## src/common/rv_isa_pkg.sv

```systemverilog
package rv_isa_pkg;

    // ----------------------------------------
    // basic widths
    // ----------------------------------------
    localparam int XLEN = 32;

    typedef logic [4:0] reg_idx_t;

    // ----------------------------------------
    // major opcodes, bits [6:0]
    // ----------------------------------------
    typedef enum logic [6:0] {
        OPC_OP     = 7'b0110011,
        OPC_OP_IMM = 7'b0010011,
        OPC_LUI    = 7'b0110111,
        OPC_LOAD   = 7'b0000011,
        OPC_STORE  = 7'b0100011,
        OPC_BRANCH = 7'b1100011,
        OPC_JAL    = 7'b1101111,
        OPC_JALR   = 7'b1100111
    } opcode_e;

    // alu funct3, shared by OP and OP_IMM
    localparam logic [2:0] F3_ADD_SUB = 3'b000;
    localparam logic [2:0] F3_SLL     = 3'b001;
    localparam logic [2:0] F3_SLT     = 3'b010;
    localparam logic [2:0] F3_XOR     = 3'b100;
    localparam logic [2:0] F3_SRL     = 3'b101;
    localparam logic [2:0] F3_OR      = 3'b110;
    localparam logic [2:0] F3_AND     = 3'b111;

    // branch funct3
    localparam logic [2:0] F3_BEQ = 3'b000;
    localparam logic [2:0] F3_BNE = 3'b001;
    localparam logic [2:0] F3_BLT = 3'b100;
    localparam logic [2:0] F3_BGE = 3'b101;

    // addi x0, x0, 0
    localparam logic [XLEN-1:0] NOP_INSTR = 32'h0000_0013;

endpackage

```

## src/common/pipe_ctrl_pkg.sv

```systemverilog
package pipe_ctrl_pkg;

    // ----------------------------------------
    // alu operation, carried in ID/EX
    // ----------------------------------------
    typedef enum logic [3:0] {
        ALU_ADD,
        ALU_SUB,
        ALU_AND,
        ALU_OR,
        ALU_XOR,
        ALU_SLT,
        ALU_SLL,
        ALU_SRL,
        // lui, immediate straight through
        ALU_PASS_B
    } alu_op_e;

    // ----------------------------------------
    // operand forward select into EX
    // ----------------------------------------
    typedef enum logic [1:0] {
        // value read in decode
        FWD_NONE,
        // alu result sitting in EX/MEM
        FWD_MEM,
        // final writeback value
        FWD_WB
    } fwd_sel_e;

endpackage

```

## src/hazard_unit.sv

```systemverilog
`timescale 1ns/1ps

module hazard_unit import rv_isa_pkg::*, pipe_ctrl_pkg::*; (
    input  reg_idx_t rs1_id,
    input  reg_idx_t rs2_id,
    input  reg_idx_t rs1_ex,
    input  reg_idx_t rs2_ex,
    input  reg_idx_t rd_ex,
    input  logic     mem_to_reg_ex,
    input  reg_idx_t rd_mem,
    input  logic     reg_write_mem,
    input  reg_idx_t rd_wb,
    input  logic     reg_write_wb,
    input  logic     redirect,
    output logic     stall,
    output logic     flush,
    output fwd_sel_e fwd_a,
    output fwd_sel_e fwd_b
);
    logic load_use;

    // youngest producer first, x0 never forwarded
    function automatic fwd_sel_e fwd_pick(input reg_idx_t src,
                                          input reg_idx_t mem_rd, input logic mem_we,
                                          input reg_idx_t wb_rd, input logic wb_we);
        if (src == '0) begin
            return FWD_NONE;
        end
        if (mem_we && mem_rd == src) begin
            return FWD_MEM;
        end
        if (wb_we && wb_rd == src) begin
            return FWD_WB;
        end
        return FWD_NONE;
    endfunction

    assign fwd_a = fwd_pick(rs1_ex, rd_mem, reg_write_mem, rd_wb, reg_write_wb);
    assign fwd_b = fwd_pick(rs2_ex, rd_mem, reg_write_mem, rd_wb, reg_write_wb);

    // ----------------------------------------
    // load-use stall and redirect flush
    // ----------------------------------------
    assign load_use = mem_to_reg_ex && (rd_ex != '0) &&
                      ((rd_ex == rs1_id) || (rd_ex == rs2_id));

    // redirect wins, the stalled instruction is on the wrong path anyway
    assign stall = load_use && !redirect;
    assign flush = redirect;

    // a load in EX never redirects, so masking should never be needed
    always_comb begin
        assert final (!(load_use && redirect));
    end

endmodule

```

## config.mk

```make
export PLATFORM = sky130hd
export DESIGN_NAME = hazard_unit
export DESIGN_NICKNAME = d
export VERILOG_FILES = /design/src/common/rv_isa_pkg.sv /design/src/common/pipe_ctrl_pkg.sv /design/src/hazard_unit.sv
export SDC_FILE = /design/constraint.sdc
export NUM_CORES = 1
export LEC_CHECK = 0
export BUFFER_PORTS_ARGS = -buffer_cell sky130_fd_sc_hd__buf_2
export CORE_AREA = 2 2 39 41
export DETAILED_ROUTE_END_ITERATION = 8
export DIE_AREA = 0 0 41 43
export PLACE_DENSITY = 0.75
export SLEW_MARGIN = 20
export SYNTH_ARGS = -nofsm -noshare
export SYNTH_HDL_FRONTEND = slang
export SYNTH_SLANG_ARGS = --single-unit
```

## constraint.sdc

```tcl
create_clock -name vclk -period 1.5
set_input_delay 0.3 -clock vclk [all_inputs]
set_output_delay 0.3 -clock vclk [all_outputs]
set_load 0.01 [all_outputs]
```

# Yosys cells after proc, flatten, opt, wreduce, memory -nomap -nowiden
# Index checks and enable logic that the tools add are counted.
[totals]
register_bits = 0
in_bits = 39
out_inout_bits = 6
wordCells = 42
[op_classes]
eq_ne = 6
muxes = 24
reduce_logical = 12
[ops]
columns = ["cell", "count"]
rows = [
  ["$eq A5 B5 Y1", 6],
  ["$mux W2", 12],
  ["$mux W1", 12],
  ["$logic_not A5 Y1", 2],
  ["$logic_and A1 B1 Y1", 7],
  ["$reduce_bool A5 Y1", 1],
  ["$logic_not A1 Y1", 1],
  ["$logic_or A1 B1 Y1", 1],
]

# Logic depth before layout (Yosys ltp)
# Gate-level depths: netlist of the first run.
[depth]
word_depth = 9
depth_mapped = 4
depth_no_buf = 4

# Least setup slack after synthesis of the first run
# OpenSTA, ideal clock, no wires.
[synth_timing]
path_kind = "input to output"
startpoint = "in rs1_ex[1]"
endpoint = "out fwd_a[0]"
t_arrival_ns = 1.006
t_required_ns = 1.200
setup_slack_ns = 0.194
stages = 3
n_path_buf = 0
cell_sequence = "or4_4 > nor2_2 > nor2_1"
[synth_between]
elab_chain_cells = 8
word_cells_on_any_way = 16
classes_between = "eq/ne: 2; mux: 11; reduce/logical: 3"
[synth_lines]
columns = ["element", "line", "rtl"]
rows = [
  ["from (decl)", "hazard_unit.sv:6", "input reg_idx_t rs1_ex,"],
  ["$eq A5 B5 Y1", "hazard_unit.sv:32", "if (wb_we && wb_rd == src) begin"],
  ["$logic_and A1 B1 Y1", "hazard_unit.sv:32", ""],
  ["$mux W1 (2 in a row)", "hazard_unit.sv:32", ""],
  ["$mux W1", "hazard_unit.sv:29", "if (mem_we && mem_rd == src) begin"],
  ["$mux W2", "hazard_unit.sv:35", "return FWD_NONE;"],
  ["$mux W2", "hazard_unit.sv:32", ""],
  ["$mux W2 *", "hazard_unit.sv:29", ""],
  ["to (decl)", "hazard_unit.sv:17", "output fwd_sel_e fwd_a,"],
]
# Every way passes the cells marked *; elsewhere a longest branch is shown, timed or not. The select of a mux whose other input is x is not followed.

# Final worst setup path of the first run
[layout_timing]
startpoint = "in rs2_ex[1]"
endpoint = "out fwd_b[1]"
[layout_between]
elab_chain_cells = 8
word_cells_on_any_way = 16
classes_between = "eq/ne: 2; mux: 11; reduce/logical: 3"
[layout_lines]
columns = ["element", "line", "rtl"]
rows = [
  ["from (decl)", "hazard_unit.sv:7", "input reg_idx_t rs2_ex,"],
  ["$eq A5 B5 Y1", "hazard_unit.sv:32", ""],
  ["$logic_and A1 B1 Y1", "hazard_unit.sv:32", ""],
  ["$mux W1 (2 in a row)", "hazard_unit.sv:32", ""],
  ["$mux W1", "hazard_unit.sv:29", ""],
  ["$mux W2", "hazard_unit.sv:35", ""],
  ["$mux W2", "hazard_unit.sv:32", ""],
  ["$mux W2 *", "hazard_unit.sv:29", ""],
  ["to (decl)", "hazard_unit.sv:18", "output fwd_sel_e fwd_b"],
]
# Marked as above.

==> key figures, run 1 <==
Critical path
  – Worst Path Max Fanout: 3
  – Slowest cell on the critical path: nor4_1
  – Crit-path cells: buf_6 > xor2_1 > nor4_1 > nand3_1 > nor4b_4 > buf_2
  – Worst Setup End Kind: output port
  – Buffers & Inverters on Critical Path: 2
  – Worst Path Required: 1.20 ns
  – Setup Crit Path Kind: in -> out
  – Cell family contributing the most delay on the critical path: simple AND/OR/NAND/NOR gates
  – Crit path depth: 6
  – Worst Setup SP: rs2_ex[1]
  – Startpoint types: input pin
  – Arr. time, crit path: about 1.3 ns
  – CP endpoint: fwd_b[1]
  – Crit-path max cell delay: roughly 0.28 ns

Logic synthesis
  – Most frequent cell after synthesis: xnor2_1
  – Syn_nets: 94
  – Commonest cells in the netlist: xnor2_1, xor2_1, nand3_1
  – Post-synthesis sequential area ratio: 0
  – Cell Area, Synth: about 430 um2
  – Syn Inst Count: 55
  – Total number of yosys warnings: 0
  – Count of cell types in the netlist: 17
  – Syn Area/Cell: roughly 7.9 um2
  – Post-synth top area share: 0.323
  – Top cells by area, synth: xnor2_1, xor2_1, nor4b_2
  – Post-synth top area cell: xnor2_1

Floorplan
  – Starting Density: 0.314
  – Die Area: about 0.0018 mm2
  – Ports: 45
  – CORE AREA: between 0.001 and 0.0015 mm2
  – Num rows: 14
  – Die height: 43 um
  – Die width: roughly 41 um

STA
  – RSZ-0062 raised after global routing: yes
  – Setup TNS: -0.400 ns
  – Setup violators final: 5
  – Post-route clock period utilization: 1.07
  – Final hold violation count: 0
  – Final setup margin: -0.112 ns
  – Slew Limit Fails: 0
  – Worst Tran Pin Value: 0.243 ns
  – Final hold slack: 0.798 ns
  – Max transition margin: 0.837
  – Final Critical Period: ~1.6 ns
  – Achievable Freq: 620 MHz

Layout
  – NumNets Final: 150
  – Seq_cells: 0
  – Layout fillers: 112
  – Share of layout cells above drive strength 1: 0.606
  – Clock buffers: 0
  – Final Instance Area: 895 um2
  – Area occupied by multi-input gates: 474 um2
  – Storage element area: 0 um2
  – Synth-to-layout area growth: 106%
  – Post-layout utilization of the core: 0.646
  – # diodes: 0

Global routing
  – Vias in the first global route: between 600 and 700
  – Met1 Use GR: 0.196
  – GR Layer Usage met3: 0.0105
  – Largest net degree at the start of global routing: 4
  – Most Used Layer, Global Route: met2
  – Grt total ovfl: 0
  – Global-route met2 utilization: 0.381
  – Initial antenna violation count: 0
  – Total GRT Usage: 0.190
  – First-pass GRT wire length: 2410 um

CTS
  – # hold bufs at CTS: 0

Placement
  – Gpl congestion: 0.731
  – Placed wire-length estimate: 1220 um
  – Post-Place Cell Area: roughly 730 um2
  – PortBufs: 45

Route
  – Total Wirelength: 1760 um
  – DRC viols: 0
  – DRT antenna net count: 0
  – DR iter-0 viols: 4
  – DR vias/cell: 5.02
  – Vias: 627
  – Detailed Routing Iterations Pass 1: 4
  – Wirelength per Cell: between 10 and 15 um

Power and ir drop
  – PwrDens: 267 mW/mm2
  – VDD IR-drop max: approximately 120 uV
  – Static leakage: 0.415 nW

Status
  – Failing checks: setup timing
  – Status: finished with violations

Flow run
  – Max_cap viols: 0

Worst hold path
  – HP Class: in -> out
layer usage:
layer / part of all wire / vias to the layer above
li1: - / 298
met1: 0.37 / 280
met2: 0.52 / 47
met3: 0.094 / 2
met4: 0.018 / 0
met5: 0 / -
area by class of cell:
class / count / area share
multi-input combinational: 54 / 0.530
tap: 16 / 0.0224
timing repair buffer: 55 / 0.448
worst min path at each step:
stage | start | end | depth (start not counted)
2_1_floorplan | redirect | flush | 1
3_3_place_gp | redirect | flush | 2
3_5_place_dp | redirect | flush | 2
4_1_cts | redirect | flush | 2
5_1_grt | redirect | flush | 2
6_report | redirect | flush | 2
cells by family after synthesis:
| group | after synthesis | synth area share |
|---|---|---|
| xor gates and xnor gates | 30 | 0.605 |
| AOI/OAI and AO/OA | 2 | 0.0230 |
| and+or+nand+nor | 22 | 0.354 |
| buffers and inverters | 1 | 0.0173 |
what timing repair did:
| action | in CTS | in global routing |
|---|---|---|
| endpoints found under the setup margin | 5 | 5 |
| resized for setup | 23 | 14 |
| setup buffers | 2 | 0 |
| pin swaps | 11 | 11 |
report_power, final:
part	switching (mW)	total, mW	internal [mW]
Clock	0	0	0
Combinational	0.100	0.239	0.139
Sequential	0	0	0
Total	0.100	0.239	0.139
metrics by stage:
| stage | setup WS (ns) | std cells | total power [mW] |
|---|---|---|---|
| after floorplan | 0.194 | 55 | 0.0831 |
| after global placement | -0.0602 | 123 | 0.185 |
| after detailed placement | -0.105 | 123 | 0.190 |
| after CTS | -0.0847 | 125 | 0.216 |
| after global routing | -0.149 | 125 | 0.257 |
| final | -0.112 | 125 | 0.239 |
layout by cell type, fill, tap and decap left out, drive strengths merged:
cell	count
buf	55
xnor2	16
xor2	14
nand3	4
nor2	4
or4	3
nor3	2
nand2	2
nand4	2
nor4b	2
nor4	2
nor2b	1
o21ai	1
a21oi	1
Power figures use the tool's default switching activity.
==> run 2, diff against run 1 <==
Settings changed: ABC_AREA set to 1, CORE_AREA 2 2 39 41 to not set, CORE_MARGIN set to 2, CORE_UTILIZATION set to 42, DIE_AREA 0 0 41 43 to not set, PLACE_DENSITY 0.75 to 0.84.
==> run 2 against run 1 <==
The run now ends clean. First-iteration DRC count rose to 3.8 times the previous value. Flip-flop and latch count unchanged. Critical path depth up 2. Worst setup slack better by 0.26 ns. Cell area down 8.8%. Sequential share of layout area unchanged. Maximum frequency up 20%. Synthesized area up 33%.
==> key figures, run 2 <==
CTS
  – Post-CTS Setup Bufs: 0
  – Post-CTS sizing: 0
  – # hold bufs at CTS: 0

Floorplan
  – Num rows: 13
  – Ports: 45
  – CORE AREA: 0.00130 mm2
  – Die Area: 0.00169 mm2
  – Die height: 41.1 um
  – Starting Density: 0.445
  – Die width: 41.1 um

Logic synthesis
  – Syn Area/Cell: 4.79 um2
  – Post-synth top area cell: nand2_1
  – Total number of yosys warnings: 0
  – Count of cell types in the netlist: 22
  – Top cells by area, synth: nand2_1, inv_1, xnor2_1
  – Post-synthesis sequential area ratio: 0
  – Syn Inst Count: about 120
  – Most frequent cell after synthesis: nand2_1
  – Cell Area, Synth: 579 um2
  – Commonest cells in the netlist: nand2_1, inv_1, nor2_1, xnor2_1, nand3_1
  – Post-synth top area share: 0.266
  – Syn_nets: 160

Placement
  – Placement Setup Slack: 0.149 ns
  – Post-Place Cell Area: 816 um2
  – Placed wire-length estimate: ~1400 um
  – PortBufs: 45
  – Gpl congestion: a little under 0.9
  – Dpl cells: between 150 and 200

Layout
  – Commonest non-fill, non-tap cell in the layout: buf_2
  – Final Instance Area: 816 um2
  – Most frequent cells in the layout: buf_2, nand2_1, inv_1
  – NumNets Final: 206
  – Layout fillers: 138
  – Share of layout cells above drive strength 1: 0.339
  – # diodes: 0
  – Layout Cells excl Fill: 180
  – Area occupied by multi-input gates: 467 um2
  – Seq_cells: 0
  – Storage element area: 0 um2
  – Clock buffers: 0
  – Synth-to-layout area growth: 40.8%

Critical path
  – Cell family contributing the most delay on the critical path: simple AND/OR/NAND/NOR gates
  – CP endpoint: fwd_a[1]
  – Worst Path Required: between 1 and 1.5 ns
  – Slowest cell on the critical path: nor3_2
  – Startpoint types: input pin
  – Setup Crit Path Kind: in -> out
  – Worst Setup SP: rs1_ex[3]
  – Buffers & Inverters on Critical Path: 3
  – Crit-path max cell delay: between 0.15 and 0.2 ns
  – Crit-path cells: buf_2 > inv_1 > nand3_1 > nor3_2 > nor2_1 > nand2_1 > nor2_1 > buf_2
  – Crit path depth: 8
  – Worst Setup End Kind: output port
  – Worst Path Max Fanout: 4
  – Arr. time, crit path: 1.05 ns

Route
  – Detailed Routing Iterations Pass 1: 4
  – Wirelength per Cell: 8.73 um
  – DRT antenna net count: 0
  – Vias: just over 800
  – DRC viols: 0
  – Total Wirelength: 1570 um
  – DR iter-0 viols: 15
  – DR vias/cell: 4.51

STA
  – Slew Limit Fails: 0
  – Post-route clock period utilization: 0.899
  – Final setup margin: about 0.15 ns
  – Setup TNS: 0 ns
  – Achievable Freq: 742 MHz
  – Final hold violation count: 0
  – Max transition margin: 0.874
  – RSZ-0062 raised after global routing: no
  – Setup violators final: 0
  – Worst Tran Pin Value: about 0.19 ns
  – Final Critical Period: 1.35 ns

Flow run
  – Max_cap viols: 0

Global routing
  – Initial antenna violation count: 0
  – Vias in the first global route: 630
  – First-pass GRT wire length: 2270 um
  – Largest net degree at the start of global routing: 6
  – Total GRT Usage: 0.189
  – Grt total ovfl: 0

Power and ir drop
  – Static leakage: 0.516 nW
  – VDD IR-drop max: 111 uV
  – Overall power: 0.199 mW
  – PwrDens: roughly 240 mW/mm2

Status
  – Status: complete, no violations

Worst hold path
  – HP Class: in -> out
-- run 2: cell type report --
type	instances	share of cell area
well taps	15	0.0230
inverters	28	0.129
multi-input cells	92	0.572
repair buffers	45	0.276
-- run 2: how the worst min path moves through the flow --
stage	from	endpoint	cells after the start
2_1_floorplan	redirect	flush	1
3_3_place_gp	redirect	flush	2
3_5_place_dp	redirect	flush	2
4_1_cts	redirect	flush	2
5_1_grt	redirect	flush	2
6_report	redirect	flush	2
-- run 2: logic make-up after synthesis --
| group | count (synthesis) | share of synthesized area |
|---|---|---|
| and+or+nand+nor | 75 | 0.583 |
| buffers and inverters | 29 | 0.194 |
| xor gates and xnor gates | 10 | 0.151 |
| AOI/OAI and AO/OA | 7 | 0.0713 |
-- run 2: report_power, final --
| group | switching [mW] | internal (mW) |
|---|---|---|
| Sequential | 0 | 0 |
| Clock | 0 | 0 |
| Combinational | 0.106 | 0.0928 |
| Total | 0.106 | 0.0928 |
-- run 2: stage by stage --
stage                      util  hold slack [ns]
after floorplan               -            0.692
after global placement    0.627            0.797
after detailed placement  0.627            0.799
after CTS                 0.627            0.801
after global routing      0.627            0.821
final                     0.627            0.798
-- run 2: metal layers --
layer / global-route usage / up-vias / share of wire
met1: 0.199 / 332 / 0.41
met4: 0 / 0 / 0
met2: 0.422 / 25 / 0.53
li1: - / 454 / -
met3: 0 / 0 / 0.053
met5: 0 / - / 0
