File: src/common/rv_isa_pkg.sv
package rv_isa_pkg;

    // ----------------------------------------
    // basic widths
    // ----------------------------------------
    localparam int XLEN = 32;

    typedef logic [4:0] reg_idx_t;

    // ----------------------------------------
    // major opcodes, bits [6:0]
    // ----------------------------------------
    typedef enum logic [6:0] {
        OPC_OP     = 7'b0110011,
        OPC_OP_IMM = 7'b0010011,
        OPC_LUI    = 7'b0110111,
        OPC_LOAD   = 7'b0000011,
        OPC_STORE  = 7'b0100011,
        OPC_BRANCH = 7'b1100011,
        OPC_JAL    = 7'b1101111,
        OPC_JALR   = 7'b1100111
    } opcode_e;

    // alu funct3, shared by OP and OP_IMM
    localparam logic [2:0] F3_ADD_SUB = 3'b000;
    localparam logic [2:0] F3_SLL     = 3'b001;
    localparam logic [2:0] F3_SLT     = 3'b010;
    localparam logic [2:0] F3_XOR     = 3'b100;
    localparam logic [2:0] F3_SRL     = 3'b101;
    localparam logic [2:0] F3_OR      = 3'b110;
    localparam logic [2:0] F3_AND     = 3'b111;

    // branch funct3
    localparam logic [2:0] F3_BEQ = 3'b000;
    localparam logic [2:0] F3_BNE = 3'b001;
    localparam logic [2:0] F3_BLT = 3'b100;
    localparam logic [2:0] F3_BGE = 3'b101;

    // addi x0, x0, 0
    localparam logic [XLEN-1:0] NOP_INSTR = 32'h0000_0013;

endpackage

File: src/common/pipe_ctrl_pkg.sv
package pipe_ctrl_pkg;

    // ----------------------------------------
    // alu operation, carried in ID/EX
    // ----------------------------------------
    typedef enum logic [3:0] {
        ALU_ADD,
        ALU_SUB,
        ALU_AND,
        ALU_OR,
        ALU_XOR,
        ALU_SLT,
        ALU_SLL,
        ALU_SRL,
        // lui, immediate straight through
        ALU_PASS_B
    } alu_op_e;

    // ----------------------------------------
    // operand forward select into EX
    // ----------------------------------------
    typedef enum logic [1:0] {
        // value read in decode
        FWD_NONE,
        // alu result sitting in EX/MEM
        FWD_MEM,
        // final writeback value
        FWD_WB
    } fwd_sel_e;

endpackage

File: src/decode_stage.sv
`timescale 1ns/1ps

module decode_stage import rv_isa_pkg::*, pipe_ctrl_pkg::*; (
    input  logic            clk,
    input  logic            rst_n,
    input  logic [XLEN-1:0] instr_id,
    input  logic [XLEN-1:0] pc_id,
    input  logic            stall,
    input  logic            flush,
    input  reg_idx_t        rd_wb,
    input  logic            reg_write_wb,
    input  logic [XLEN-1:0] wb_data,
    output reg_idx_t        rs1_id,
    output reg_idx_t        rs2_id,
    output reg_idx_t        rs1_ex,
    output reg_idx_t        rs2_ex,
    output reg_idx_t        rd_ex,
    output logic [XLEN-1:0] imm_ex,
    output logic [XLEN-1:0] pc_ex,
    output logic [XLEN-1:0] rs1_data_ex,
    output logic [XLEN-1:0] rs2_data_ex,
    output alu_op_e         alu_op_ex,
    output logic            alu_src_ex,
    output logic            mem_write_ex,
    output logic            mem_to_reg_ex,
    output logic            reg_write_ex,
    output logic            branch_ex,
    output logic            jal_ex,
    output logic            jalr_ex,
    output logic [2:0]      funct3_ex
);
    opcode_e         opcode;
    logic [2:0]      funct3;
    reg_idx_t        rd;
    logic [XLEN-1:0] imm_i;
    logic [XLEN-1:0] imm_s;
    logic [XLEN-1:0] imm_b;
    logic [XLEN-1:0] imm_u;
    logic [XLEN-1:0] imm_j;
    logic [XLEN-1:0] imm;
    alu_op_e         alu_op;
    logic            alu_src;
    logic            mem_write;
    logic            mem_to_reg;
    logic            writes_rd;
    logic            branch;
    logic            jal;
    logic            jalr;
    logic            use_rs1;
    logic            use_rs2;
    logic            bubble;
    logic [XLEN-1:0] rs1_data;
    logic [XLEN-1:0] rs2_data;
    // x0 is hardwired, no storage for it
    logic [XLEN-1:0] regs [1:31];

    // funct3 (+ funct7 bit 5 for OP) to alu operation
    function automatic alu_op_e alu_op_of(input logic [2:0] f3, input logic sub);
        case (f3)
            F3_ADD_SUB: return sub ? ALU_SUB : ALU_ADD;
            F3_SLL:     return ALU_SLL;
            F3_SLT:     return ALU_SLT;
            F3_XOR:     return ALU_XOR;
            F3_SRL:     return ALU_SRL;
            F3_OR:      return ALU_OR;
            F3_AND:     return ALU_AND;
            default:    return ALU_ADD;
        endcase
    endfunction

    // ----------------------------------------
    // fields and immediates
    // ----------------------------------------
    assign opcode = opcode_e'(instr_id[6:0]);
    assign funct3 = instr_id[14:12];
    assign rd     = instr_id[11:7];

    assign imm_i = {{20{instr_id[31]}}, instr_id[31:20]};
    assign imm_s = {{20{instr_id[31]}}, instr_id[31:25], instr_id[11:7]};
    assign imm_b = {{19{instr_id[31]}}, instr_id[31], instr_id[7],
                    instr_id[30:25], instr_id[11:8], 1'b0};
    assign imm_u = {instr_id[31:12], 12'b0};
    assign imm_j = {{11{instr_id[31]}}, instr_id[31], instr_id[19:12],
                    instr_id[20], instr_id[30:21], 1'b0};

    // ----------------------------------------
    // control decode
    // ----------------------------------------
    always_comb begin
        alu_op     = ALU_ADD;
        alu_src    = 1'b0;
        mem_write  = 1'b0;
        mem_to_reg = 1'b0;
        writes_rd  = 1'b0;
        branch     = 1'b0;
        jal        = 1'b0;
        jalr       = 1'b0;
        use_rs1    = 1'b0;
        use_rs2    = 1'b0;
        imm        = imm_i;
        case (opcode)
            OPC_OP: begin
                alu_op    = alu_op_of(funct3, instr_id[30]);
                writes_rd = 1'b1;
                use_rs1   = 1'b1;
                use_rs2   = 1'b1;
            end
            OPC_OP_IMM: begin
                alu_op    = alu_op_of(funct3, 1'b0);
                alu_src   = 1'b1;
                writes_rd = 1'b1;
                use_rs1   = 1'b1;
            end
            OPC_LUI: begin
                alu_op    = ALU_PASS_B;
                alu_src   = 1'b1;
                writes_rd = 1'b1;
                imm       = imm_u;
            end
            OPC_LOAD: begin
                alu_src    = 1'b1;
                mem_to_reg = 1'b1;
                writes_rd  = 1'b1;
                use_rs1    = 1'b1;
            end
            OPC_STORE: begin
                alu_src   = 1'b1;
                mem_write = 1'b1;
                use_rs1   = 1'b1;
                use_rs2   = 1'b1;
                imm       = imm_s;
            end
            OPC_BRANCH: begin
                branch  = 1'b1;
                use_rs1 = 1'b1;
                use_rs2 = 1'b1;
                imm     = imm_b;
            end
            OPC_JAL: begin
                jal       = 1'b1;
                writes_rd = 1'b1;
                imm       = imm_j;
            end
            OPC_JALR: begin
                jalr      = 1'b1;
                writes_rd = 1'b1;
                use_rs1   = 1'b1;
            end
            // unknown opcode retires as a nop
            default: ;
        endcase
    end

    // unused source fields read as x0 so the hazard unit sees no false match
    assign rs1_id = use_rs1 ? instr_id[19:15] : '0;
    assign rs2_id = use_rs2 ? instr_id[24:20] : '0;

    // ----------------------------------------
    // register file
    // ----------------------------------------
    always_ff @(posedge clk) begin
        if (reg_write_wb) begin
            regs[rd_wb] <= wb_data;
        end
    end

    // write-before-read, same-cycle writeback wins
    always_comb begin
        if (rs1_id == '0) begin
            rs1_data = '0;
        end else if (reg_write_wb && rd_wb == rs1_id) begin
            rs1_data = wb_data;
        end else begin
            rs1_data = regs[rs1_id];
        end
    end

    always_comb begin
        if (rs2_id == '0) begin
            rs2_data = '0;
        end else if (reg_write_wb && rd_wb == rs2_id) begin
            rs2_data = wb_data;
        end else begin
            rs2_data = regs[rs2_id];
        end
    end

    // ----------------------------------------
    // ID/EX register
    // ----------------------------------------
    assign bubble = stall || flush;

    always_ff @(posedge clk or negedge rst_n) begin
        if (!rst_n) begin
            mem_write_ex  <= 1'b0;
            mem_to_reg_ex <= 1'b0;
            reg_write_ex  <= 1'b0;
            branch_ex     <= 1'b0;
            jal_ex        <= 1'b0;
            jalr_ex       <= 1'b0;
        end else begin
            mem_write_ex  <= mem_write && !bubble;
            mem_to_reg_ex <= mem_to_reg && !bubble;
            // rd of x0 never asks for a write
            reg_write_ex  <= writes_rd && (rd != '0) && !bubble;
            branch_ex     <= branch && !bubble;
            jal_ex        <= jal && !bubble;
            jalr_ex       <= jalr && !bubble;
        end
    end

    always_ff @(posedge clk) begin
        rs1_ex      <= rs1_id;
        rs2_ex      <= rs2_id;
        rd_ex       <= rd;
        imm_ex      <= imm;
        pc_ex       <= pc_id;
        rs1_data_ex <= rs1_data;
        rs2_data_ex <= rs2_data;
        alu_op_ex   <= alu_op;
        alu_src_ex  <= alu_src;
        funct3_ex   <= funct3;
    end

    // x0 filtering upstream keeps every register-file write off x0
    assert property (@(posedge clk) disable iff (!rst_n) reg_write_wb |-> rd_wb != '0);

endmodule

File: config.mk
export PLATFORM = sky130hd
export DESIGN_NAME = decode_stage
export DESIGN_NICKNAME = d
export VERILOG_FILES = /design/src/common/rv_isa_pkg.sv /design/src/common/pipe_ctrl_pkg.sv /design/src/decode_stage.sv
export SDC_FILE = /design/constraint.sdc
export NUM_CORES = 2
export LEC_CHECK = 0
export BUFFER_PORTS_ARGS = -buffer_cell sky130_fd_sc_hd__buf_2
export CORE_ASPECT_RATIO = 1.1
export CORE_MARGIN = 4
export CORE_UTILIZATION = 31
export CTS_BUF_LIST = sky130_fd_sc_hd__clkbuf_2 sky130_fd_sc_hd__clkbuf_4 sky130_fd_sc_hd__clkbuf_8
export CTS_CLUSTER_DIAMETER = 40
export DETAILED_ROUTE_END_ITERATION = 12
export GPL_ROUTABILITY_DRIVEN = 0
export PLACE_DENSITY = 0.48
export SLEW_MARGIN = 5
export SYNTH_ARGS = -nofsm -noshare
export SYNTH_HDL_FRONTEND = slang
export SYNTH_SLANG_ARGS = --single-unit
File: constraint.sdc
create_clock -name clk -period 2 [get_ports clk]
set_input_delay 0.3 -clock clk [delete_from_list [all_inputs] [get_ports clk]]
set_output_delay 0.3 -clock clk [all_outputs]
set_load 0.1 [all_outputs]
Word-level counts from Yosys, hierarchy flattened
Memories as Yosys holds them, arrays and structs flattened. A register that Yosys moved wholly into a read port is not among the register bits.
Index checks and enable logic that the tools add are counted.

word-level totals
  bits in registers = 93
  RAM bits = 992
  input bits = 106
  output and inout port bits = 167
  word-level logic and storage cells = 64
  memories kept = 1

cells by class
  equal/unequal tests = 14
  muxes and demuxes = 18
  reduce and logical (&&, ||, !) cells = 17

memory list
  name  words  width  read ports  clocked after memory_dff  wr ports  RTL line            text
  regs  31     32     2           2                         1         decode_stage.sv:55  logic [XLEN-1:0] regs [1:31];

operators by type and width
  kind                                                             number
  31-bit case mux with 4 select lines                              1
  7-bit by 6-bit == test with 1-bit output, second input constant  3
  7-bit == test, second input constant                             3
  3-bit case mux with 7 select lines                               1
  3-bit case mux with 6 select lines                               1
  3-bit == test, second input constant                             4
  1-bit 2-to-1 mux                                                 12
  4-bit case mux with 3 select lines                               1
  6-bit OR reduction                                               2
  5-bit zero test                                                  2
  5-bit 2-to-1 mux                                                 2
  7-bit by 2-bit == test with 1-bit output, second input constant  1
  7-bit by 5-bit == test with 1-bit output, second input constant  1
  1-bit logical AND                                                7
  5-bit nonzero test                                               1
  4-bit OR reduction                                               1
  3-bit by 1-bit == test with 1-bit output, second input constant  1
  3-bit by 2-bit == test with 1-bit output, second input constant  1
  3-bit zero test                                                  1
  3-bit OR reduction                                               1
  1-bit zero test                                                  1
  1-bit logical OR                                                 1

Longest topological paths before layout
  word-level depth = 5
  depth in mapped cells = 11
  depth with buffers taken out = 8

Worst setup path before layout
Ideal clock, no wire load.

  path kind = input port to flip-flop
  from = input port rd_wb[4]
  to = memory regs[19][0], enable pin
  library setup time = 421 ps
  arrival = 2,422 ps
  required time = 1,579 ps
  slack = -843 ps
  stages = 3
  path buffers = 1
  cells stage by stage = clkbuf_1 or3b_2 nor2_1

RTL lines
  what         RTL line            text
  from (decl)  decode_stage.sv:10  input reg_idx_t rd_wb,
  to (decl)    decode_stage.sv:55

Straight into the memory's write port.

Worst setup path in the final report
  from = input port instr_id[3]
  to = output port rs2_id[2]

between the ends
  cells in the longest elaborated chain, start to end = 4
  elaborated cells between the ends (all ways) = 6

ends and longest elaborated chain
  what                                                                              RTL line             text
  from (decl)                                                                       decode_stage.sv:6    input logic [XLEN-1:0] instr_id,
  7-bit by 6-bit == test with 1-bit output / 7-bit == test (equally long branches)  decode_stage.sv:101  case (opcode)
  3-bit OR reduction (no line) *                                                    --
  1-bit 2-to-1 mux *                                                                decode_stage.sv:101
  5-bit 2-to-1 mux *                                                                decode_stage.sv:156  assign rs2_id = use_rs2 ? instr_id[24:20] : '0;
  to (decl)                                                                         decode_stage.sv:14   output reg_idx_t rs2_id,

Every way passes the cells marked *; elsewhere a longest branch is shown, timed or not.

==> results.md <==
* # port buffers at 272
* Worst slew margin at 51.2%
* Worst setup EP type: primary output
* EDFF count, synth at 992
* Grt ovf at 0
* CTS sink count at 1,149
* Syn Area/Cell at around 14 sq um
* Seq cells post-synth at approximately 1,100
* Final Cell Area at 70,900 sq um
* LEAKAGE at 0.0252 uW
* Clk slew on worst S/H paths at 0.06 ns
* Tcrit/Tclk final at 101%
* Tmin final at 2.03 ns
* Seq/Total Area, Yosys at 62.9%
* Avg WL per Cell at about 32 um
* Largest net degree at the start of global routing at 48
* Mapped Cells at 3,692
* Worst vdd ir at between 0.5 and 0.6 mV
* MaxCap Viol Count at 0
* Crit path setup slack, layout at -0.0251 ns
* Yosys warnings at 0
* GRT Util Overall at 25.6%
* RSZ-0062 raised after global routing: true
* Most frequent cells in the layout: edfxtp_1, buf_4, clkbuf_8
* Worst-skew pair later-pin latency at 0.97 ns
* CTS Buf Count at 223
* Setup crit start kind: input port
* Layout Nets at 4,770
* Post-synth top flop: edfxtp_1
* Synth Cell Area at approximately 52,000 sq um
* Arrival time at the worst endpoint at 1.73 ns
* Worst-path maximum fanout at 4
* Pwr per Cell Area at between 800 and 900 nW/um^2
* Most common cell after layout, fill and taps aside: edfxtp_1
* Max Buffers Root-to-Sink at 3
* Vias after detailed routing at approximately 41,000
* Initial cell density of the core at 31.1%
* Total wire length at 230 mm
* CTS root buf: clkbuf_8
* Asr flop ratio synth at 0.522%
* Area of the core at roughly 170,000 sq um
* Initial antenna violation count at 8
* Data required time at the worst endpoint at ~1.7 ns
* H-tree Lvls at 4
* Status: complete, but fails checks
* Die area at 176,000 sq um
* Vias per inst at 5.74
* Power Total at 58,300 uW
* Worst slew pin tran at 0.731 ns
* Dpl hpwl at 153 mm
* Layout Skew at roughly 0.056 ns
* First-pass GRT wire length at approximately 320 mm
* Fillers at 15,600
* Site row count at 158
* # DRC at 0
* WS Path Type: in2out
* Synth cell types at 87
* Die outline height at 439 um
* Failing checks: setup timing
* I/O pin cnt at 273
* First drt pass iteration count at 6
* Layout cell share with drive strength beyond 1 at 35.9%
* Vias in the first global route at 41,100
* Dpl cell area at 62,400 sq um
* Final slew viol count at 0
* Worst min path class: in2reg
* FMAX at 494 MHz
* Mapped Nets at 3,798
* Final Hold Violating Endpoints at 0
* Setup violators final at 3
* Width of the die at 400 um
* 1st-iter DRT viols at 4,517
* Layout area overhead at 35.3%
* Core Util, Final at 42.1%
* CTS tree: built
* Final antenna-violating net count at 0
## worst max-delay path, cell delays in order
cell and delay [ns]:
buf_8 0.10, nor4bb_4 0.32, clkbuf_16 0.20, and2_4 0.23, buf_6 0.15, nand2_8 0.09, clkinvlp_4 0.14, buf_12 0.18
## layer usage
metal / wire, um / vias up / track usage (%)
li1: - / 16900 / -
met1: 94600 / 21100 / 34.2
met2: 106000 / 2289 / 40.6
met3: 21200 / 447 / 5.73
met4: 8920 / 0 / 9.53
met5: 0 / - / 0
## worst paths after layout
path / start / to / slack [ns] / depth (start not counted)
min in group asynchronous: rst_n / mem_write_ex / 0.30 / 3
max in group asynchronous: rst_n / mem_to_reg_ex / 1.42 / 3
worst max register to register: regs[15][6] / rs1_data_ex[6] / 0.03 / 6
worst min-delay path: instr_id[6] / imm_ex[0] / 0.10 / 6
worst min register to register: regs[1][28] / rs2_data_ex[28] / 0.70 / 3
worst max-delay path: instr_id[3] / rs2_id[2] / -0.03 / 8
## report_power, final
group	leakage (uW)	internal, uW	switching [uW]
Clock	0.00262	15300	11100
Sequential	0.0103	26300	172
Combinational	0.0123	2040	3420
Total	0.0252	43600	14600
## flip-flops by register name, summed over array words and instances (netlist names), 4 cells and up
| signal | cells |
|---|---|
| pc_ex | 32 |
| regs | 992 |
| alu_op_ex | 4 |
| rs1_data_ex | 32 |
| rd_ex | 5 |
| rs2_data_ex | 32 |
| rs1_ex | 5 |
| rs2_ex | 5 |
| imm_ex | 32 |
## cells in the mapped netlist, types with 20 or more instances
| library cell | instances | area (sq um) |
|---|---|---|
| edfxtp_1 | 992 | 29800 |
| o21ai_0 | 200 | 1000 |
| a21oi_1 | 191 | 956 |
| mux2i_1 | 178 | 1780 |
| nor2_1 | 168 | 631 |
| clkbuf_1 | 165 | 619 |
| mux4_2 | 160 | 3600 |
| dfxtp_1 | 151 | 3020 |
| mux2_2 | 128 | 1440 |
| buf_2 | 112 | 561 |
| a31oi_1 | 110 | 688 |
| o22ai_1 | 101 | 632 |
| inv_1 | 97 | 364 |
| a221oi_1 | 53 | 464 |
| nand2_1 | 51 | 191 |
| a32o_1 | 50 | 500 |
| nand2b_1 | 43 | 269 |
| nor2b_1 | 43 | 269 |
| o221ai_1 | 42 | 368 |
| a2bb2oi_1 | 38 | 333 |
| and3_1 | 38 | 238 |
| nand3b_1 | 37 | 278 |
| o311ai_1 | 36 | 315 |
| o21bai_1 | 33 | 248 |
| nand4_1 | 32 | 200 |
| o21a_1 | 31 | 233 |
| o2bb2ai_1 | 28 | 245 |
| buf_4 | 26 | 195 |
| a22oi_1 | 23 | 173 |
| o31ai_1 | 23 | 173 |
| o211a_1 | 22 | 220 |
| a21o_1 | 20 | 150 |
| nand3_1 | 20 | 100 |
## what timing repair did
| action | in CTS | in global routing |
|---|---|---|
| gates resized for setup | 461 | 26 |
| cloned | 2 | 1 |
| setup buffers | 33 | 13 |
| pin swaps | 6 | 7 |
| hold buffers | 156 | 0 |
| endpoints found under the setup margin | 167 | 33 |
| endpoints found under the hold margin | 1146 | 0 |
## cell type report
| class | instances | area, sq um | share of cell area, % |
|---|---|---|---|
| sequential | 1149 | 33100 | 46.7 |
| multi-input combinational | 2110 | 18000 | 25.4 |
| timing repair buffer | 1079 | 11500 | 16.2 |
| clock buffer | 299 | 3810 | 5.38 |
| tap | 2240 | 2800 | 3.95 |
| clock inverter | 120 | 1230 | 1.74 |
| inverter | 101 | 393 | 0.554 |
| antenna | 4 | 10.0 | 0.0141 |
## through the flow
stage / hold WS (ns) / worst slack [ns] / setup TNS (ns) / std cells
6_report: 0.102 / -0.0251 / -0.0669 / 7102
5_1_grt: 0.0575 / -0.0596 / -0.249 / 7100
4_1_cts: -0.0337 / -0.110 / -0.541 / 7088
3_5_place_dp: 0.142 / -0.967 / -64.63 / 6484
3_3_place_gp: 0.139 / -0.905 / -64.40 / 6484
2_1_floorplan: 0.00441 / -0.248 / -73.98 / 3692
## cell families (layout without fill, tap and decap cells)
kind of cell | after synthesis | count (layout) | synth area share (%)
flip-flops | 1149 | 1149 | 62.9
AO/OA/AOI/OAI | 1135 | 1135 | 15.1
AND/OR/NAND/NOR | 502 | 502 | 5.14
multiplexers | 466 | 466 | 13.0
buffers and inverters | 433 | 1599 | 3.74
XOR/XNOR | 7 | 7 | 0.117
other | 0 | 4 | 0
(Power assumes the default switching activity.)
