[src/common/rv_isa_pkg.sv]
package rv_isa_pkg;

    // ----------------------------------------
    // basic widths
    // ----------------------------------------
    localparam int XLEN = 32;

    typedef logic [4:0] reg_idx_t;

    // ----------------------------------------
    // major opcodes, bits [6:0]
    // ----------------------------------------
    typedef enum logic [6:0] {
        OPC_OP     = 7'b0110011,
        OPC_OP_IMM = 7'b0010011,
        OPC_LUI    = 7'b0110111,
        OPC_LOAD   = 7'b0000011,
        OPC_STORE  = 7'b0100011,
        OPC_BRANCH = 7'b1100011,
        OPC_JAL    = 7'b1101111,
        OPC_JALR   = 7'b1100111
    } opcode_e;

    // alu funct3, shared by OP and OP_IMM
    localparam logic [2:0] F3_ADD_SUB = 3'b000;
    localparam logic [2:0] F3_SLL     = 3'b001;
    localparam logic [2:0] F3_SLT     = 3'b010;
    localparam logic [2:0] F3_XOR     = 3'b100;
    localparam logic [2:0] F3_SRL     = 3'b101;
    localparam logic [2:0] F3_OR      = 3'b110;
    localparam logic [2:0] F3_AND     = 3'b111;

    // branch funct3
    localparam logic [2:0] F3_BEQ = 3'b000;
    localparam logic [2:0] F3_BNE = 3'b001;
    localparam logic [2:0] F3_BLT = 3'b100;
    localparam logic [2:0] F3_BGE = 3'b101;

    // addi x0, x0, 0
    localparam logic [XLEN-1:0] NOP_INSTR = 32'h0000_0013;

endpackage

[src/common/pipe_ctrl_pkg.sv]
package pipe_ctrl_pkg;

    // ----------------------------------------
    // alu operation, carried in ID/EX
    // ----------------------------------------
    typedef enum logic [3:0] {
        ALU_ADD,
        ALU_SUB,
        ALU_AND,
        ALU_OR,
        ALU_XOR,
        ALU_SLT,
        ALU_SLL,
        ALU_SRL,
        // lui, immediate straight through
        ALU_PASS_B
    } alu_op_e;

    // ----------------------------------------
    // operand forward select into EX
    // ----------------------------------------
    typedef enum logic [1:0] {
        // value read in decode
        FWD_NONE,
        // alu result sitting in EX/MEM
        FWD_MEM,
        // final writeback value
        FWD_WB
    } fwd_sel_e;

endpackage

[src/execute_stage.sv]
`timescale 1ns/1ps

module execute_stage import rv_isa_pkg::*, pipe_ctrl_pkg::*; (
    input  logic            clk,
    input  logic            rst_n,
    input  reg_idx_t        rd_ex,
    input  logic [XLEN-1:0] imm_ex,
    input  logic [XLEN-1:0] pc_ex,
    input  logic [XLEN-1:0] rs1_data_ex,
    input  logic [XLEN-1:0] rs2_data_ex,
    input  alu_op_e         alu_op_ex,
    input  logic            alu_src_ex,
    input  logic            mem_write_ex,
    input  logic            mem_to_reg_ex,
    input  logic            reg_write_ex,
    input  logic            branch_ex,
    input  logic            jal_ex,
    input  logic            jalr_ex,
    input  logic [2:0]      funct3_ex,
    input  fwd_sel_e        fwd_a,
    input  fwd_sel_e        fwd_b,
    input  logic [XLEN-1:0] wb_data,
    output logic            redirect,
    output logic [XLEN-1:0] redirect_pc,
    output logic [XLEN-1:0] alu_result_mem,
    output logic [XLEN-1:0] store_data_mem,
    output reg_idx_t        rd_mem,
    output logic            reg_write_mem,
    output logic            mem_write_mem,
    output logic            mem_to_reg_mem
);
    logic [XLEN-1:0] src_a;
    logic [XLEN-1:0] src_b;
    logic [XLEN-1:0] alu_b;
    logic [XLEN-1:0] alu_out;
    logic [XLEN-1:0] ex_result;
    logic            taken;

    function automatic logic [XLEN-1:0] fwd_mux(input fwd_sel_e sel,
                                                 input logic [XLEN-1:0] reg_val,
                                                 input logic [XLEN-1:0] mem_val,
                                                 input logic [XLEN-1:0] wb_val);
        case (sel)
            FWD_MEM: return mem_val;
            FWD_WB:  return wb_val;
            default: return reg_val;
        endcase
    endfunction

    // ----------------------------------------
    // operand select
    // ----------------------------------------
    assign src_a = fwd_mux(fwd_a, rs1_data_ex, alu_result_mem, wb_data);
    assign src_b = fwd_mux(fwd_b, rs2_data_ex, alu_result_mem, wb_data);
    assign alu_b = alu_src_ex ? imm_ex : src_b;

    // alu
    always_comb begin
        case (alu_op_ex)
            ALU_SUB:    alu_out = src_a - alu_b;
            ALU_AND:    alu_out = src_a & alu_b;
            ALU_OR:     alu_out = src_a | alu_b;
            ALU_XOR:    alu_out = src_a ^ alu_b;
            ALU_SLT:    alu_out = XLEN'($signed(src_a) < $signed(alu_b));
            ALU_SLL:    alu_out = src_a << alu_b[4:0];
            ALU_SRL:    alu_out = src_a >> alu_b[4:0];
            ALU_PASS_B: alu_out = alu_b;
            default:    alu_out = src_a + alu_b;
        endcase
    end

    // ----------------------------------------
    // branch and jump resolution
    // ----------------------------------------
    always_comb begin
        case (funct3_ex)
            F3_BEQ:  taken = (src_a == src_b);
            F3_BNE:  taken = (src_a != src_b);
            F3_BLT:  taken = ($signed(src_a) < $signed(src_b));
            F3_BGE:  taken = !($signed(src_a) < $signed(src_b));
            default: taken = 1'b0;
        endcase
    end

    assign redirect = (branch_ex && taken) || jal_ex || jalr_ex;
    // jalr clears bit 0 of its sum
    assign redirect_pc = jalr_ex ? ((src_a + imm_ex) & ~XLEN'(1)) : (pc_ex + imm_ex);

    // link address for jumps
    assign ex_result = (jal_ex || jalr_ex) ? (pc_ex + XLEN'(4)) : alu_out;

    // ----------------------------------------
    // EX/MEM register
    // ----------------------------------------
    always_ff @(posedge clk or negedge rst_n) begin
        if (!rst_n) begin
            reg_write_mem  <= 1'b0;
            mem_write_mem  <= 1'b0;
            mem_to_reg_mem <= 1'b0;
        end else begin
            reg_write_mem  <= reg_write_ex;
            mem_write_mem  <= mem_write_ex;
            mem_to_reg_mem <= mem_to_reg_ex;
        end
    end

    always_ff @(posedge clk) begin
        alu_result_mem <= ex_result;
        store_data_mem <= src_b;
        rd_mem         <= rd_ex;
    end

    // only a control transfer redirects, and the flushed slot behind it never does
    assert property (@(posedge clk) disable iff (!rst_n)
        redirect |-> (branch_ex || jal_ex || jalr_ex) ##1 !redirect);

endmodule

[config.mk]
export PLATFORM = sky130hd
export DESIGN_NAME = execute_stage
export DESIGN_NICKNAME = d
export VERILOG_FILES = /design/src/common/rv_isa_pkg.sv /design/src/common/pipe_ctrl_pkg.sv /design/src/execute_stage.sv
export SDC_FILE = /design/constraint.sdc
export NUM_CORES = 1
export LEC_CHECK = 0
export BUFFER_PORTS_ARGS = -buffer_cell sky130_fd_sc_hd__buf_2
export CAP_MARGIN = 10
export CORE_MARGIN = 2
export CORE_UTILIZATION = 40
export DETAILED_ROUTE_END_ITERATION = 10
export HOLD_SLACK_MARGIN = 0.06
export SKIP_LAST_GASP = 1
export SLEW_MARGIN = 10
export SYNTH_ARGS = -nofsm -noshare
export SYNTH_HDL_FRONTEND = slang
export SYNTH_SLANG_ARGS = --single-unit
export TNS_END_PERCENT = 20
[constraint.sdc]
create_clock -name clk -period 8.37 [get_ports clk]
set_input_delay 2.511 -clock clk [delete_from_list [all_inputs] [get_ports clk]]
set_output_delay 2.511 -clock clk [all_outputs]
set_load 0.01 [all_outputs]
# [After elaboration in Yosys (flattened, before gate mapping)]
# Index checks and enable logic that the tools add are counted.
[totals] regBits=72 in_bits=185 out_inout_bits=105 elab_cells=48
[op_classes] addsub=5 n_lt_le_gt_ge=2 eq_ne=17 shift=2 muxes=7 bitwise_logic=3 n_reduce_logical=6
[op_table] operator="case mux 32 bit (8 select lines)" count=1
[op_table] operator="case mux 32 bit (2 select lines)" count=2
[op_table] operator="adder 32 bit" count=3
[op_table] operator="2-to-1 mux 32 bit" count=3
[op_table] operator="< comparator 32 bit" count=2
[op_table] operator="adder 32 x 3 -> 32 bit (second input constant)" count=1
[op_table] operator="AND 32 bit" count=1
[op_table] operator="== test 32 bit" count=1
[op_table] operator="!= test 32 bit" count=1
[op_table] operator="bitwise OR 32 bit" count=1
[op_table] operator="<< shifter 32 x 5 -> 32 bit" count=1
[op_table] operator=">> shifter 32 x 5 -> 32 bit" count=1
[op_table] operator="subtractor 32 bit" count=1
[op_table] operator="bitwise XOR 32 bit" count=1
[op_table] operator="== test 4 x 3 -> 1 bit (second input constant)" count=4
[op_table] operator="== test 4 x 2 -> 1 bit (second input constant)" count=2
[op_table] operator="== test 3 bit (second input constant)" count=2
[op_table] operator="== test 2 x 1 -> 1 bit (second input constant)" count=2
[op_table] operator="== test 2 bit (second input constant)" count=2
[op_table] operator="== test 4 x 1 -> 1 bit (second input constant)" count=1
[op_table] operator="== test 4 bit (second input constant)" count=1
[op_table] operator="case mux 1 bit (4 select lines)" count=1
[op_table] operator="== test 3 x 1 -> 1 bit (second input constant)" count=1
[op_table] operator="zero test 3 bit" count=1
[op_table] operator="3 further kinds" count=5

# [Longest topological paths before layout]
# Gate-level depths: netlist of run 1.
[depth] depth_word=8 depth_mapped=22 mapped_depth_nobuf=19

# [Worst setup path after synthesis of run 1]
# No wires, ideal clock.
[synth_path] path_kind="input-to-output" from="input fwd_a[0]" to="output redirect_pc[31]" arrival_time_ns=6.177 required_ns=5.859 setup_slack_ns=-0.318 path_stages=16 n_path_buf=2 path_cell_list="inv_1 > ha_1 > buf_2 > buf_2 > o21ai_0 > ha_1 > a41oi_1 > o31ai_2 > a41oi_1 > o31a_1 > a31oi_1 > o31ai_1 > a31oi_1 > xnor2_1 > mux2i_1 > xnor2_1"
[synth_between] elab_chain_cells=4 elab_cells_between_ends=5 classes_between="add/sub (1); eq/ne (2); mux (2)"
[synth_rtl] item="from (decl)" line="execute_stage.sv:20" source="input fwd_sel_e fwd_a,"
[synth_rtl] item="== test 2 bit or == test 2 x 1 -> 1 bit (tied branches)" line="execute_stage.sv:43" source="case (sel)"
[synth_rtl] item="case mux 32 bit (2 select lines) *" line="execute_stage.sv:43"
[synth_rtl] item="adder 32 bit *" line="execute_stage.sv:87" source="assign redirect_pc = jalr_ex ? ((src_a + imm_ex) & ~XLEN'(1)) : (pc_ex + imm_ex);"
[synth_rtl] item="2-to-1 mux 32 bit *" line="execute_stage.sv:87"
[synth_rtl] item="to (decl)" line="execute_stage.sv:24" source="output logic [XLEN-1:0] redirect_pc,"
# Mark *: on every way between the ends. The rest lies on a longest branch, timed or not.

# [Worst setup path after layout of run 1]
[layout_path] from="input fwd_a[1]" to="output redirect_pc[23]"
# The elaborated chain is that of the path after synthesis.

==> results of run 1 <==
[synthesized netlist by cell type (49+ instances only)]
master	number	share of area
nand2_1	263	0.062
a21oi_1	195	0.061
ha_1	194	0.15
nor2_1	184	0.043
o21ai_0	172	0.054
inv_1	154	0.036
clkbuf_1	92	0.022
a22oi_1	76	0.036
mux2i_1	75	0.047
dfxtp_1	69	0.086
xnor2_1	62	0.034
a21o_1	54	0.025
nand3_1	49	0.015
[kinds of logic after synthesis]
group / count (synthesis)
muxes: 87
and+or+nand+nor: 673
buffers and inverters: 304
xor gates and xnor gates: 106
DFF: 72
adders and majority gates: 198
AOI/OAI and AO/OA: 888
[state kept, by name, indices dropped and copies added, names as in the netlist]
signal / count
reg_write_mem: 1
mem_write_mem: 1
rd_mem: 5
store_data_mem: 32
alu_result_mem: 32
mem_to_reg_mem: 1
[routing by layer]
layer / vias up / part of all wire / wire length [um]
met1: 9730 / 0.40 / 34420
met3: 294 / 0.086 / 7374
li1: 9311 / - / -
met5: - / 0 / 0
met2: 1288 / 0.44 / 38090
met4: 0 / 0.071 / 6075
[per-stage QoR]
| step | instance area, um2 | setup slack, ns | util |
|---|---|---|---|
| finish | 19820 | -0.04310 | 0.4999 |
| global route | 19810 | -0.1311 | 0.4998 |
| CTS | 19400 | -0.02110 | 0.4895 |
| detailed placement | 18900 | -0.2497 | 0.4767 |
| global placement | 18900 | -0.1894 | 0.4767 |
| floorplan | 16060 | -0.02369 | - |
[worst reg2reg max path, stage by stage (launching register included)]
cell and delay, ns:
dfxtp_1 0.49, a22oi_1 0.11, nor2_1 0.10, a21oi_1 0.09, buf_4 0.18, o21ai_0 0.63, ha_1 0.51, a211o_1 0.35
a21oi_1 0.16, o21ai_0 0.13, a31oi_1 0.15, o21ai_0 0.39, a211oi_1 0.57, o21ai_0 0.21, buf_4 0.19, a31oi_1 0.20
xor2_1 0.09, o21ai_1 0.27
[final cells by class]
type,count,share of cell area
sequential,72,0.07349
antenna,3,0.0003788
multi-input combinational,1952,0.6935
timing repair buffer,476,0.1539
inverter,158,0.03005
clock buffer,10,0.01206
tap,525,0.03315
clock inverter,6,0.003473
[worst max path at each step]
stage                     startpoint               to  slack [ns]
after detailed placement    fwd_a[0]         redirect       -0.25
after global placement      fwd_b[0]         redirect       -0.19
after global routing        fwd_a[1]  redirect_pc[23]       -0.13
after CTS                   fwd_b[0]         redirect       -0.02
after floorplan             fwd_a[0]  redirect_pc[31]       -0.02
final                       fwd_a[1]  redirect_pc[23]       -0.04
[cell usage in the layout (no fill, tap or decap), types with 69 or more instances in the layout]
master | Yosys | routed
buf_2 | 28 | 287
dfxtp_1 | 69 | 69
nand2_1 | 263 | 261
ha_1 | 194 | 189
buf_4 | 3 | 172
inv_1 | 154 | 150
a22oi_1 | 76 | 73
o21ai_0 | 172 | 153
mux2i_1 | 75 | 74
a21oi_1 | 195 | 174
nor2_1 | 184 | 182
[report_power, final]
part / leakage (uW) / internal (uW) / switching [uW]
Clock: 0.000149 / 240 / 182
Sequential: 0.000616 / 385 / 39.7
Combinational: 0.00845 / 836 / 1380
Total: 0.00921 / 1460 / 1610
[what timing repair did]
item	CTS	global route
cloned	1	3
setup buffers	6	7
endpoints found under the setup margin	7	13
pin swaps	19	29
gates resized for setup	29	73
==> flow_summary.toml, run 1 <==
[status]
status = "finished, violations left"
violations = "negative setup slack"

[global_route]
grt_pass1_wl_um = 123400
grt_pass1_vias = 19025
grt_antenna_before_repair = 3
grt-ovfl-total = 0
grt_max_degree = 74
met3_usage = 0.06043
grt_use_total = 0.3945
met2_usage = 0.6350
met1_usage = 0.5011
busiest_layer = "met2"

[timing]
fin_crit_ns = 8.413
tns_ns = -0.04628
fmax_mhz = 118.9
max_slew_margin = 0.3141
min_period_over_period = 1.005
finalWorstSetupSlack_ns = -0.04310
finClkSkew_ns = 0.01109
hold_viol = 0
maxSlewViolCount = 0
finalSetupViolCount = 2
rsz0062_at_grt = "true"
worst_pin_slew_ns = 1.018
holdWs_ns = 0.7646

[power_and_ir_drop]
finalPower_uw = 3067
pwr_density_cell_nw_per_um2 = 154.8
leakage_uw = 0.009213
irDropWorstVdd_mv = 0.09913

[synthesis]
yosys.area_share.simple = 0.1875
synth_top_family_by_area = "compound AO/OA/AOI/OAI gates"
synth_edf_count = 0
ys_types = 99
synth_xor_area_frac = 0.05791
synth_adder_area_share = 0.1564
synth_compound_area_frac = 0.3730
yosysSeqAreaShare = 0.09084
async_flop_share = 0.04167
syn_area_um2 = 16030
ys.flop_type = "dfxtp_1"
synthMuxAreaShare = 0.05681
synth_cells = 2328
syn_nets = 2711
syn_area_per_cell_um2 = 6.887
ys.warnings.count = 0
synth_seq_cells = 72

[drt]
finalWirelength_um = 85960
viasPerCell = 6.441
wl_per_cell_um = 26.85
ant_nets = 0
drt_iter0_markers = 2500
num_vias = 20623
drc = 0
drt-pass1-iter-count = 6

[clock_tree]
cts_buffers = 9
tritoncts = "yes"
clk_latency_ns = 0.37
ctsHoldBuffers = 0
htreeDepth = 3
path_clk_slew_ns = 0.06
clock_path_buffers = 2
cts_root_buf = "clkbuf_16"
clock_sinks = 72

[worst_setup_path]
cp_max_fo = 5
cp_slowest_cell = "o31a_1"
rr_worst_depth = 17
arrival_ns = 5.90
reg2reg_to = "alu_result_mem[29]"
critical_path_depth = 20
path_delay_family = "compound AO/OA/AOI/OAI gates"
cp-end-kind = "primary output"
startpoint_type = "primary input"
worst_ep_required_time_ns = 5.86
rrSetupSlack_ns = 3.44
max_stage_delay_ns = 0.33
r2r_start = "alu_result_mem[10]"
critPathBufInv = 6
path_cells = "buf_8 -> ha_4 -> buf_6 -> clkbuf_16 -> nand2_4 -> o21ai_4 -> ha_4 -> nand2_1 -> o31ai_4 -> a41oi_1 -> buf_4 -> buf_4 -> o31ai_4 -> a21oi_2 -> o31a_1 -> o21bai_1 -> a21oi_1 -> xnor2_1 -> mux2_2 -> buf_2"
critical_path_class = "primary input to primary output"

[placed_design]
gp_congestion = 1.025
placed_cells = 3167
place_hpwl_um = 68720
io_buffer_count = 289

[layout]
nFillCells = 4080
instances_no_fill = 3202
multi_input_area_um2 = 13740
drive_above_1_share = 0.2263
area_growth_pct = 23.60
nets = 3052
regArea_um2 = 1456

[floorplan]
ios = 290
fp.coreArea_um2 = 39640
fp.dieH_um = 204.2
rows = 73
die_area_um2 = 41700
die_w_um = 204.2
initial_core_util = 0.4045

[hold_path]
min_to = "store_data_mem[2]"
min_from = "alu_result_mem[2]"
holdPathStages = 3
min-delay-path-class = "flop to flop"

[run]
max_cap_violations = 0
Power figures use the tool's default switching activity.
==> run 2, diff against run 1 <==
- ABC_CLOCK_PERIOD_IN_PS: unset -> 8370
- BUFFER_PORTS_ARGS: -buffer_cell sky130_fd_sc_hd__buf_2 -> unset
- DONT_BUFFER_PORTS: unset -> 1
- SLEW_MARGIN: 10 -> unset
==> flow_summary.toml, run 2 (synthesized netlist as in run 1, its figures left out) <==
[drt]
num_vias = 19103
ant_nets = 0
drc = 0
drt_iter0_markers = 2061
drt-pass1-iter-count = 8
wl_per_cell_um = 28.58
viasPerCell = 6.619
finalWirelength_um = 82470

[layout]
diodes = 0
drive_above_1_share = 0.1135
final_cell_mix = "nand2_1 (263), ha_1 (190), nor2_1 (182), a21oi_1 (182), o21ai_0 (162)"
top_regs = "alu_result_mem x32, store_data_mem x32, rd_mem x5"
finalInstanceArea_um2 = 18040
layout_commonest_cell = "nand2_1"
nets = 2739
utilization = 0.4551
area_growth_pct = 12.53
instances_no_fill = 2886

[worst_setup_path]
startpoint_type = "primary input"
arrival_ns = 5.83
cp-end-kind = "primary output"
worst_ep_required_time_ns = 5.86
cp_slowest_cell = "o31ai_2"
cp_max_fo = 5
rr_worst_depth = 17
max_stage_delay_ns = 0.33
path_cells = "inv_1 -> ha_4 -> buf_4 -> a22oi_1 -> o21ai_2 -> ha_1 -> nand2_1 -> o31ai_2 -> a41oi_2 -> buf_4 -> buf_4 -> o31ai_1 -> a21oi_1 -> o31a_1 -> o21bai_1 -> a21oi_1 -> xnor2_1 -> mux2_2"
crit_path_frequent_cell = "buf_4"
rrSetupSlack_ns = 3.41
critical_path_class = "primary input to primary output"

[timing]
rsz0062_at_grt = "true"
min_period_over_period = 0.9967
worst_pin_slew_ns = 0.9739
max_slew_margin = 0.3339
finalSetupViolCount = 0
finClkSkew_ns = 0.01352
fin_crit_ns = 8.342
maxSlewViolCount = 0
hold_viol = 0
fmax_mhz = 119.9
tns_ns = 0
finalWorstSetupSlack_ns = 0.02794

[placed_design]
placed_area_um2 = 17290
placed_cells = 2855
io_buffer_count = 0
place_hpwl_um = 66140
gp_congestion = 1.013
pre_cts_slack_ns = -0.09633

[floorplan]
fp.dieH_um = 204.2
fp.coreArea_um2 = 39640
initial_core_util = 0.4045
ios = 290
rows = 73
die_area_um2 = 41700
die_w_um = 204.2

[power_and_ir_drop]
pwr_density_cell_nw_per_um2 = 158.3
irDropWorstVdd_mv = 0.08979
leakage_uw = 0.007902

[global_route]
grt_use_total = 0.3770
grt_pass1_vias = 17956
grt-ovfl-total = 0
grt_max_degree = 74
grt_antenna_before_repair = 0
grt_pass1_wl_um = 117900

[clock_tree]
ctsHoldBuffers = 0
tritoncts = "yes"
htreeDepth = 3
cts_root_buf = "clkbuf_16"
clock_path_buffers = 2
path_clk_slew_ns = 0.06
clock_sinks = 72
clk_latency_ns = 0.37
cts_buffers = 9

[hold_path]
min-delay-path-class = "flop to flop"
holdPathStages = 4

[run]
max_cap_violations = 0

[status]
status = "complete, no violations"
## run 2: worst paths after layout
| check | endpoint | start |
|---|---|---|
| worst max register to register | alu_result_mem[31] | alu_result_mem[10] |
| worst min register to register | store_data_mem[26] | alu_result_mem[26] |
| max in group asynchronous | reg_write_mem | rst_n |
| min in group asynchronous | mem_write_mem | rst_n |
| worst max-delay path | redirect_pc[23] | fwd_a[1] |
| worst min-delay path | store_data_mem[26] | alu_result_mem[26] |
## run 2: power by group
| part | internal [uW] | leakage, uW | total, uW | switching, uW |
|---|---|---|---|---|
| Sequential | 386 | 0.000616 | 452 | 66.1 |
| Combinational | 738 | 0.00715 | 1990 | 1250 |
| Clock | 239 | 0.000138 | 418 | 179 |
| Total | 1360 | 0.00790 | 2860 | 1490 |
## run 2: critical path: cells and delay by family
kind,cells,cell delay (ns)
AOI/OAI and AO/OA,9,1.79
xor gates and xnor gates,1,0.12
adders and majority gates,2,0.50
buffers and inverters,4,0.52
muxes,1,0.30
and+or+nand+nor,1,0.07
## run 2: final cells by class
| class | instances | area (um2) |
|---|---|---|
| Fill cell | 4201 | 21600 |
| Multi-Input combinational cell | 1952 | 13620 |
| Sequential cell | 72 | 1456 |
| Timing Repair Buffer | 163 | 1410 |
| Tap cell | 525 | 656.9 |
| Inverter | 158 | 595.6 |
| Clock buffer | 11 | 242.7 |
| Clock inverter | 5 | 57.56 |
## run 2: repair_timing
item                                    CTS  global route
endpoints found under the setup margin    5             9
setup buffers                             0            11
pin swaps                                 0            29
gates resized for setup                   8            48
cloned                                    0             4
## run 2: stage by stage
stage	total power, uW	hold WS [ns]
3_3_place_gp	2326	0.7856
4_1_cts	2758	0.8027
3_5_place_dp	2327	0.7798
2_1_floorplan	1712	0.6597
6_report	2856	0.8285
5_1_grt	3021	0.8918
## run 2: per-layer routing
layer	routed length (um)	vias up	global-route usage
li1	-	8662	-
met1	32070	9041	0.4563
met2	37080	1150	0.6191
met3	7937	250	0.08626
met4	5385	0	0.2019
met5	0	-	0
